==> src/logic/ex_ft_pkg.sv <==
// Shared definitions for the fault-tolerant execute stage
// Widths, ALU operations, request kinds and the packed structs
// carried between decode, execute and result
package ex_ft_pkg;

  localparam int XLEN       = 32;
  localparam int REG_ADDR_W = 6;
  localparam int NUM_LANES  = 3;

  // Reduced ALU operation set
  typedef enum logic [3:0] {
    ALU_ADD  = 4'd0,
    ALU_SUB  = 4'd1,
    ALU_AND  = 4'd2,
    ALU_OR   = 4'd3,
    ALU_XOR  = 4'd4,
    ALU_SLL  = 4'd5,
    ALU_SRL  = 4'd6,
    ALU_SLT  = 4'd7,
    ALU_SLTU = 4'd8,
    ALU_EQ   = 4'd9,
    ALU_NE   = 4'd10
  } alu_op_e;

  // Which unit owns the request in EX
  typedef enum logic [2:0] {
    KIND_NOP    = 3'd0,
    KIND_ALU    = 3'd1,
    KIND_CSR    = 3'd2,
    KIND_LSU    = 3'd3,
    KIND_BRANCH = 3'd4
  } req_kind_e;

  ////////////////////////////////////////////////////////////
  // Lane payloads
  ////////////////////////////////////////////////////////////

  // Control fields, voted across lanes
  typedef struct packed {
    req_kind_e               kind;
    logic                    fw_we;
    logic [REG_ADDR_W-1:0]   fw_addr;
    logic                    lsu_we;
    logic [REG_ADDR_W-1:0]   lsu_addr;
  } ex_ctrl_t;

  // Operands, kept per lane so each replica computes on its own copy
  typedef struct packed {
    alu_op_e                 op;
    logic [XLEN-1:0]         op_a;
    logic [XLEN-1:0]         op_b;
    logic [XLEN-1:0]         op_c;
  } ex_lane_t;

  typedef struct packed {
    ex_ctrl_t                ctrl;
    ex_lane_t                lane;
  } ex_req_t;

  typedef struct packed {
    logic [XLEN-1:0]         result;
    logic                    cmp;
  } alu_out_t;

  // Register file write
  typedef struct packed {
    logic                    we;
    logic [REG_ADDR_W-1:0]   addr;
    logic [XLEN-1:0]         data;
  } wb_port_t;

  typedef struct packed {
    logic                    detected;
    logic                    corrected;
  } ft_flags_t;

endpackage

==> src/logic/ft_majority_voter.sv <==
// Three-way majority voter
// Bitwise vote over any packed payload, with per-lane mismatch bits
// and detected/corrected flags
`timescale 1ns/1ns

module ft_majority_voter import ex_ft_pkg::*; #(
  parameter type T = logic [7:0]
) (
  input  T [NUM_LANES-1:0]   lanes_i,
  output T                   voted_o,
  output ft_flags_t          flags_o,
  output logic [NUM_LANES-1:0] lane_err_o
);

  // Bit is set where at least two lanes agree on a one
  assign voted_o = T'((lanes_i[0] & lanes_i[1])
                    | (lanes_i[0] & lanes_i[2])
                    | (lanes_i[1] & lanes_i[2]));

  // Lane disagrees with the vote anywhere in the payload
  for (genvar i = 0; i < NUM_LANES; i++) begin : g_lane_err
    assign lane_err_o[i] = (lanes_i[i] != voted_o);
  end

  // Any mismatch is a detection
  assign flags_o.detected  = |lane_err_o;
  // Single bad lane means the vote masked it
  assign flags_o.corrected = $onehot(lane_err_o);

endmodule

==> src/logic/ex_alu.sv <==
// Single replica ALU
// Arithmetic, logic, shifts, set-less-than and equality compares
// on operands a and b
`timescale 1ns/1ns

module ex_alu import ex_ft_pkg::*; (
  input  ex_lane_t lane_i,
  output alu_out_t out_o
);

  logic [XLEN-1:0] op_a;
  logic [XLEN-1:0] op_b;
  logic [4:0]      shamt;
  logic            lt_signed;
  logic            lt_unsigned;
  logic            equal;

  assign op_a  = lane_i.op_a;
  assign op_b  = lane_i.op_b;
  // Shift amount from the low five bits, RV32 style
  assign shamt = lane_i.op_b[4:0];

  // Shared comparators
  assign lt_signed   = $signed(op_a) < $signed(op_b);
  assign lt_unsigned = op_a < op_b;
  assign equal       = (op_a == op_b);

  always_comb begin
    out_o.result = '0;
    out_o.cmp    = 1'b0;
    case (lane_i.op)
      ALU_ADD:  out_o.result = op_a + op_b;
      ALU_SUB:  out_o.result = op_a - op_b;
      ALU_AND:  out_o.result = op_a & op_b;
      ALU_OR:   out_o.result = op_a | op_b;
      ALU_XOR:  out_o.result = op_a ^ op_b;
      ALU_SLL:  out_o.result = op_a << shamt;
      ALU_SRL:  out_o.result = op_a >> shamt;
      ALU_SLT: begin
        out_o.result = {{(XLEN-1){1'b0}}, lt_signed};
        out_o.cmp    = lt_signed;
      end
      ALU_SLTU: begin
        out_o.result = {{(XLEN-1){1'b0}}, lt_unsigned};
        out_o.cmp    = lt_unsigned;
      end
      // Branch compares only drive the comparison bit
      ALU_EQ:   out_o.cmp = equal;
      ALU_NE:   out_o.cmp = ~equal;
      default: ;
    endcase
  end

endmodule

==> src/logic/ex_decode.sv <==
// Decode front of the execute stage
// Votes the replicated control fields and turns the voted kind into
// unit enables; operands pass on per lane without voting
`timescale 1ns/1ns

module ex_decode import ex_ft_pkg::*; (
  input  ex_req_t  [NUM_LANES-1:0] req_i,
  output ex_ctrl_t                 ctrl_o,
  output ex_lane_t [NUM_LANES-1:0] lanes_o,
  output logic                     alu_en_o,
  output logic                     csr_en_o,
  output logic                     lsu_en_o,
  output logic                     branch_o,
  output ft_flags_t                ctrl_flags_o
);

  ex_ctrl_t [NUM_LANES-1:0] ctrl_lanes;

  // Split each lane into its control and operand halves
  for (genvar i = 0; i < NUM_LANES; i++) begin : g_split
    assign ctrl_lanes[i] = req_i[i].ctrl;
    assign lanes_o[i]    = req_i[i].lane;
  end

  ////////////////////////////////////////////////////////////
  // Control vote
  ////////////////////////////////////////////////////////////

  ft_majority_voter #(
    .T (ex_ctrl_t)
  ) i_ctrl_voter (
    .lanes_i    (ctrl_lanes),
    .voted_o    (ctrl_o),
    .flags_o    (ctrl_flags_o),
    .lane_err_o ()
  );

  // One-hot unit enables from the voted kind
  always_comb begin
    alu_en_o = 1'b0;
    csr_en_o = 1'b0;
    lsu_en_o = 1'b0;
    branch_o = 1'b0;
    case (ctrl_o.kind)
      KIND_ALU:    alu_en_o = 1'b1;
      KIND_CSR:    csr_en_o = 1'b1;
      KIND_LSU:    lsu_en_o = 1'b1;
      KIND_BRANCH: branch_o = 1'b1;
      // NOP and unused codes enable nothing
      default: ;
    endcase
  end

endmodule

==> src/logic/ex_execute.sv <==
// Replicated execute core
// Three ALU replicas with a voted result, the jump target and a
// saturating fault counter per lane that flags permanent faults
`timescale 1ns/1ns

module ex_execute import ex_ft_pkg::*; #(
  parameter int unsigned PERM_FAULT_THRESHOLD = 4
) (
  input  logic                     clk,
  input  logic                     rst_n,
  input  ex_lane_t [NUM_LANES-1:0] lanes_i,
  input  logic                     check_en_i,
  output alu_out_t                 alu_o,
  output logic [XLEN-1:0]          jump_target_o,
  output ft_flags_t                alu_flags_o,
  output logic [NUM_LANES-1:0]     perm_faulty_o,
  output logic [NUM_LANES-1:0]     perf_faulty_o
);

  localparam int CNT_W = $clog2(PERM_FAULT_THRESHOLD + 1);

  alu_out_t [NUM_LANES-1:0] alu_lanes;
  logic     [NUM_LANES-1:0] lane_err;

  ////////////////////////////////////////////////////////////
  // Replicas and result vote
  ////////////////////////////////////////////////////////////

  for (genvar i = 0; i < NUM_LANES; i++) begin : g_alu
    ex_alu i_ex_alu (
      .lane_i (lanes_i[i]),
      .out_o  (alu_lanes[i])
    );
  end

  ft_majority_voter #(
    .T (alu_out_t)
  ) i_alu_voter (
    .lanes_i    (alu_lanes),
    .voted_o    (alu_o),
    .flags_o    (alu_flags_o),
    .lane_err_o (lane_err)
  );

  // Jump target as bitwise majority, equal to lane 0 when all lanes agree
  assign jump_target_o = (lanes_i[0].op_c & lanes_i[1].op_c)
                       | (lanes_i[0].op_c & lanes_i[2].op_c)
                       | (lanes_i[1].op_c & lanes_i[2].op_c);

  ////////////////////////////////////////////////////////////
  // Permanent fault tracking
  ////////////////////////////////////////////////////////////

  for (genvar i = 0; i < NUM_LANES; i++) begin : g_fault
    logic [CNT_W-1:0] fault_cnt;
    logic             count_up;
    logic             hit_limit;

    // Count only while a real compute is checked, stop at the threshold
    assign count_up  = check_en_i && lane_err[i]
                    && (fault_cnt != CNT_W'(PERM_FAULT_THRESHOLD));
    // This increment brings the count to the threshold
    assign hit_limit = count_up && (fault_cnt == CNT_W'(PERM_FAULT_THRESHOLD - 1));

    always_ff @(posedge clk or negedge rst_n) begin
      if (!rst_n) begin
        fault_cnt        <= '0;
        perm_faulty_o[i] <= 1'b0;
        perf_faulty_o[i] <= 1'b0;
      end else begin
        if (count_up) begin
          fault_cnt <= fault_cnt + 1'b1;
        end
        // Sticky once set
        if (hit_limit) begin
          perm_faulty_o[i] <= 1'b1;
        end
        // Single-cycle pulse for the perf counter
        perf_faulty_o[i] <= hit_limit;
      end
    end
  end

endmodule

==> src/logic/ex_result.sv <==
// Result side of the execute stage
// Forwarding write port, EX/WB register for the LSU write port
// and the ready/valid stage handshake
`timescale 1ns/1ns

module ex_result import ex_ft_pkg::*; (
  input  logic            clk,
  input  logic            rst_n,
  input  ex_ctrl_t        ctrl_i,
  input  logic            alu_en_i,
  input  logic            csr_en_i,
  input  logic            lsu_en_i,
  input  logic            branch_i,
  input  logic [XLEN-1:0] alu_result_i,
  input  logic [XLEN-1:0] csr_rdata_i,
  input  logic [XLEN-1:0] lsu_rdata_i,
  input  logic            lsu_ready_i,
  input  logic            lsu_err_i,
  input  logic            wb_ready_i,
  output wb_port_t        fw_o,
  output wb_port_t        wb_o,
  output logic            ex_ready_o,
  output logic            ex_valid_o
);

  logic                  lsu_we_q;
  logic [REG_ADDR_W-1:0] lsu_addr_q;
  logic                  lsu_we_d;
  logic                  finish;

  ////////////////////////////////////////////////////////////
  // Forwarding port
  ////////////////////////////////////////////////////////////

  always_comb begin
    fw_o.we   = ctrl_i.fw_we;
    fw_o.addr = ctrl_i.fw_addr;
    // CSR read wins over the ALU result
    if (csr_en_i) begin
      fw_o.data = csr_rdata_i;
    end else if (alu_en_i) begin
      fw_o.data = alu_result_i;
    end else begin
      fw_o.data = '0;
    end
  end

  ////////////////////////////////////////////////////////////
  // EX/WB register and LSU port
  ////////////////////////////////////////////////////////////

  // A faulting load never writes the register file
  assign lsu_we_d = ctrl_i.lsu_we & ~lsu_err_i;

  always_ff @(posedge clk or negedge rst_n) begin
    if (!rst_n) begin
      lsu_we_q   <= 1'b0;
      lsu_addr_q <= '0;
    end else if (ex_valid_o) begin
      // wb_ready_i is already part of ex_valid_o
      lsu_we_q <= lsu_we_d;
      if (lsu_we_d) begin
        lsu_addr_q <= ctrl_i.lsu_addr;
      end
    end else if (wb_ready_i) begin
      // Nothing new arrives, drain the stale write
      lsu_we_q <= 1'b0;
    end
  end

  assign wb_o.we   = lsu_we_q;
  assign wb_o.addr = lsu_addr_q;
  // Load data arrives from the LSU in the WB cycle
  assign wb_o.data = lsu_rdata_i;

  ////////////////////////////////////////////////////////////
  // Handshake
  ////////////////////////////////////////////////////////////

  // Requests that hand something on to WB
  assign finish     = alu_en_i | csr_en_i | lsu_en_i;
  assign ex_valid_o = finish & lsu_ready_i & wb_ready_i;
  // Branches retire in EX, so they never wait on WB
  assign ex_ready_o = (lsu_ready_i & wb_ready_i) | branch_i;

endmodule

==> src/logic/ex_stage_ft.sv <==
// Fault-tolerant execute stage, top level
// Triplicated decode requests are voted, executed on three ALU
// replicas and written back through the forwarding and LSU ports
`timescale 1ns/1ns

module ex_stage_ft import ex_ft_pkg::*; #(
  parameter int unsigned PERM_FAULT_THRESHOLD = 4
) (
  input  logic                    clk,
  input  logic                    rst_n,
  input  ex_req_t [NUM_LANES-1:0] req_i,
  input  logic [XLEN-1:0]         csr_rdata_i,
  input  logic [XLEN-1:0]         lsu_rdata_i,
  input  logic                    lsu_ready_i,
  input  logic                    lsu_err_i,
  input  logic                    wb_ready_i,
  output wb_port_t                fw_o,
  output wb_port_t                wb_o,
  output logic                    branch_decision_o,
  output logic [XLEN-1:0]         jump_target_o,
  output logic                    ex_ready_o,
  output logic                    ex_valid_o,
  output ft_flags_t               ctrl_flags_o,
  output ft_flags_t               alu_flags_o,
  output logic [NUM_LANES-1:0]    perm_faulty_o,
  output logic [NUM_LANES-1:0]    perf_faulty_o
);

  ex_ctrl_t                 ctrl;
  ex_lane_t [NUM_LANES-1:0] lanes;
  alu_out_t                 alu_out;
  logic                     alu_en;
  logic                     csr_en;
  logic                     lsu_en;
  logic                     branch;
  logic                     check_en;

  ex_decode i_ex_decode (
    .req_i        (req_i),
    .ctrl_o       (ctrl),
    .lanes_o      (lanes),
    .alu_en_o     (alu_en),
    .csr_en_o     (csr_en),
    .lsu_en_o     (lsu_en),
    .branch_o     (branch),
    .ctrl_flags_o (ctrl_flags_o)
  );

  // Lane mismatches only count when the ALU result is consumed
  assign check_en = alu_en | branch;

  ex_execute #(
    .PERM_FAULT_THRESHOLD (PERM_FAULT_THRESHOLD)
  ) i_ex_execute (
    .clk           (clk),
    .rst_n         (rst_n),
    .lanes_i       (lanes),
    .check_en_i    (check_en),
    .alu_o         (alu_out),
    .jump_target_o (jump_target_o),
    .alu_flags_o   (alu_flags_o),
    .perm_faulty_o (perm_faulty_o),
    .perf_faulty_o (perf_faulty_o)
  );

  // Voted compare bit decides the branch
  assign branch_decision_o = alu_out.cmp;

  ex_result i_ex_result (
    .clk          (clk),
    .rst_n        (rst_n),
    .ctrl_i       (ctrl),
    .alu_en_i     (alu_en),
    .csr_en_i     (csr_en),
    .lsu_en_i     (lsu_en),
    .branch_i     (branch),
    .alu_result_i (alu_out.result),
    .csr_rdata_i  (csr_rdata_i),
    .lsu_rdata_i  (lsu_rdata_i),
    .lsu_ready_i  (lsu_ready_i),
    .lsu_err_i    (lsu_err_i),
    .wb_ready_i   (wb_ready_i),
    .fw_o         (fw_o),
    .wb_o         (wb_o),
    .ex_ready_o   (ex_ready_o),
    .ex_valid_o   (ex_valid_o)
  );

endmodule

==> config.mk <==
export PLATFORM = sky130hd
export DESIGN_NAME = ex_stage_ft
export DESIGN_NICKNAME = d
export VERILOG_FILES = /design/src/logic/ex_ft_pkg.sv /design/src/logic/ft_majority_voter.sv /design/src/logic/ex_alu.sv /design/src/logic/ex_decode.sv /design/src/logic/ex_execute.sv /design/src/logic/ex_result.sv /design/src/logic/ex_stage_ft.sv
export SDC_FILE = /design/constraint.sdc
export NUM_CORES = 2
export LEC_CHECK = 0
export ABC_AREA = 1
export BUFFER_PORTS_ARGS = -buffer_cell sky130_fd_sc_hd__buf_2
export CELL_PAD_IN_SITES_DETAIL_PLACEMENT = 2
export CELL_PAD_IN_SITES_GLOBAL_PLACEMENT = 2
export CORE_AREA = 2 2 370 372
export CTS_CLUSTER_DIAMETER = 80
export DETAILED_ROUTE_END_ITERATION = 8
export DIE_AREA = 0 0 372 374
export PLACE_DENSITY_LB_ADDON = 0.1
export SYNTH_ARGS = -nofsm -noshare
export SYNTH_HDL_FRONTEND = slang
export SYNTH_SLANG_ARGS = --single-unit
==> constraint.sdc <==
create_clock -name clk -period 6.73 [get_ports clk]
set_clock_uncertainty 0.15 [all_clocks]
set_input_delay 1.6825 -clock clk [delete_from_list [all_inputs] [get_ports clk]]
set_output_delay 1.6825 -clock clk [all_outputs]
set_load 0.03 [all_outputs]
==> impl_metrics.py <==
metrics = {
    "clocking": {
        "root_buffer": "clkbuf_16",
        "cts_sinks": 22,
        "clk_latency_ns": 0.25,
        "htreeDepth": 1,
        "cts_inserted_buffers": 3,
        "clock_tree.buffer_depth": 2,
        "cts_tree": "yes",
        "clk_pin_slew_ns": 0.06,
    },
    "grt": {
        "grt_overflow": 0,
        "use_met2_pct": 71.0,
        "met1_usage_pct": 50.9,
        "grt_pass1_vias": 65700,
        "antenna_found_initial": 15,
        "track_usage_pct": 42.5,
        "met3_usage_pct": 6.64,
        "grt_busiest_layer": "met2",
        "grt_max_degree": 76,
        "grt_pass1_wl_um": 443000,
    },
    "finish": {
        "nets": 9716,
        "final_area_mm2": 0.0596,
        "drive_gt1_share_pct": 42.6,
        "n_fill_cell": 16800,
        "postLayoutCoreUtil_pct": 44.1,
        "syn_to_final_growth_pct": 70.1,
    },
    "route": {
        "drt_iter0_markers": 5726,
        "num_vias": 63000,
        "drt-pass1-iter-count": 5,
        "wl_um": 339000,
        "wl_per_cell_um": 31.4,
        "antenna_left": 0,
        "vias_per_cell": 5.85,
        "drc_errors": 0,
    },
    "floorplan": {
        "initial_core_util_pct": 25.9,
        "rows": 135,
        "core_area_mm2": 0.135,
        "die_height_um": 374,
        "io_pins": 543,
        "die_w_um": 372,
        "die_area_mm2": 0.139,
    },
    "sta": {
        "setup_slack_ns": -0.775,
        "finalHoldViolCount": 0,
        "tightest_slew_ns": 1.02,
        "finalCritPeriodShare_pct": 112,
        "rsz0062_at_grt": "yes",
        "fin_crit_ns": 7.51,
        "relSlewSlack_pct": 31.6,
        "finalMaxSlewViolations": 0,
        "finalSetupViolations": 7,
        "fmax_ghz": 0.133,
    },
    "hold_path": {
        "whs_path_depth": 2,
        "hold_class": "reg -> reg",
    },
    "critical_path": {
        "path_common_cell": "nand2_1",
        "rr_worst_depth": 6,
        "cpMaxStageDelayCell": "fa_1",
        "reg2reg_slack_ns": 5.08,
        "end_kind": "output pin",
        "cp_max_fo": 5,
        "worstSetupPathType": "in -> out",
        "arrival_ns": 5.67,
        "cp_data_required_time_ns": 4.90,
        "max_stage_delay_ns": 0.56,
        "cp-start-kind": "input port",
    },
    "placed_design": {
        "io_buffers": 478,
        "dp_hpwl_um": 251000,
        "finalWeightedCongestion": 1.03,
        "placed_area_mm2": 0.0522,
    },
    "logic_synthesis": {
        "synth_cells": 6891,
        "avgSynthCellArea_um2": 5.08,
        "synth_nets": 7619,
        "synth.cells.most_frequent": "nand2_1, nand3_1, inv_1, nor2_1, ha_1",
        "netlist_area_mm2": 0.0350,
        "synth_area_leaders": "nand3_1, nand2_1, ha_1, inv_1, nor2_1",
        "yosysUniqueCellTypes": 64,
        "ys_ff_latch": 22,
        "synth_edf_count": 0,
        "yosysTopAreaCell": "nand3_1",
        "synth.top_cell.area_share_pct": 23.4,
        "ys_async_sr_fraction_pct": 100,
        "synthFlopType": "dfrtp_1",
        "yosysMostFrequentCell": "nand2_1",
        "synth_seq_area_share_pct": 1.57,
        "ys_warn_count": 0,
    },
    "pwr": {
        "power_density_mw_per_mm2": 107,
        "p_leak_nw": 31.7,
        "ir_worst_vdd_mv": 0.0954,
    },
    "outcome": {
        "status": "finished with violations",
        "violations": "setup timing",
    },
    "run": {
        "drv_cap": 0,
    },
}
==> flip-flops by register name (all words and copies together), names as in the netlist <==
name / count
i_ex_execute.perm_faulty_o: 3
i_ex_result.lsu_we_q: 1
i_ex_execute.g_fault.fault_cnt: 9
i_ex_execute.perf_faulty_o: 3
i_ex_result.lsu_addr_q: 6
==> routing by layer <==
metal / routed length [um] / part of all wire [%] / vias to the layer above
li1: - / - / 26700
met1: 131000 / 39 / 31700
met2: 154000 / 45 / 3339
met3: 25100 / 7.4 / 1288
met4: 28900 / 8.5 / 8
met5: 50 / 0.015 / -
==> critical path: cells and delay by family <==
family          cells  cell delay, ns
compound gates      2            0.24
fa+ha+maj           2            0.77
buf+inv            11            1.20
simple gates       14            1.76
==> area by class of cell <==
cell class              count  area [um^2]  share of cell area [%]
multi-input cells        5551        34500                    57.9
repair buffers           2418        18400                    30.9
inverters                 992         3800                    6.39
well taps                1781         2230                    3.74
flip-flops and latches     22          551                   0.924
clock buffers               3         75.1                   0.126
diodes                     10         25.0                  0.0420
==> metrics by stage <==
step	TNS [ns]	setup slack, ns	power (mW)	hold slack, ns	cells
global placement	-1.93	-0.927	4.82	0.294	10600
CTS	-0.583	-0.362	5.65	0.321	10700
finish	-1.37	-0.775	6.38	0.327	10800
global route	-1.73	-0.862	6.60	0.343	10800
detailed placement	-2.95	-1.08	5.02	0.306	10600
floorplan	0	0.00564	2.39	0.301	6891
==> logic make-up (layout without fill, tap and decap cells) <==
family          count (synthesis)  count (layout)  share of synthesized area [%]
mux                             7               7                          0.222
fa+ha+maj                     347             347                           12.3
buf+inv                      1318            3413                           16.3
other cells                     0              10                              0
compound gates                652             652                           10.6
simple gates                 4511            4511                           58.1
flops                          22              22                           1.57
xor+xnor                       34              34                          0.851
==> where the power goes <==
| group | leakage (nW) | internal, mW | switching, mW | total, mW |
|---|---|---|---|---|
| sequential | 0.269 | 0.171 | 0.0295 | 0.201 |
| combinational | 31.4 | 2.28 | 3.78 | 6.05 |
| clock | 0.0370 | 0.0785 | 0.0455 | 0.124 |
==> placed cells by master (no fill, tap or decap), drive strengths merged, types with 56 or more instances in the layout <==
cell type,n
nand4,120
ha,300
o22ai,56
inv,980
nor2,691
nand3,1678
nand2,1897
buf,2410
o21ai,219
a21oi,248
==> final timing paths <==
path / from / endpoint
hold / removal: i_ex_execute.perm_faulty_o[1] / i_ex_execute.perm_faulty_o[1]
max in group asynchronous: rst_n / i_ex_execute.g_fault[1].fault_cnt[2]
hold reg to reg: i_ex_execute.perm_faulty_o[1] / i_ex_execute.perm_faulty_o[1]
setup reg to reg: i_ex_execute.g_fault[1].fault_cnt[0] / i_ex_execute.g_fault[1].fault_cnt[0]
min in group asynchronous: rst_n / i_ex_execute.perf_faulty_o[2]
setup / recovery: req_i[42] / alu_flags_o[0]
==> repair_timing <==
action | CTS | global route
setup buffers | 80 | 50
resized for setup | 1123 | 537
hold buffers | 0 | 0
cloned | 3 | 2
pin swaps | 222 | 202
setup endpoints to repair | 12 | 9
(Power assumes the default switching activity.)
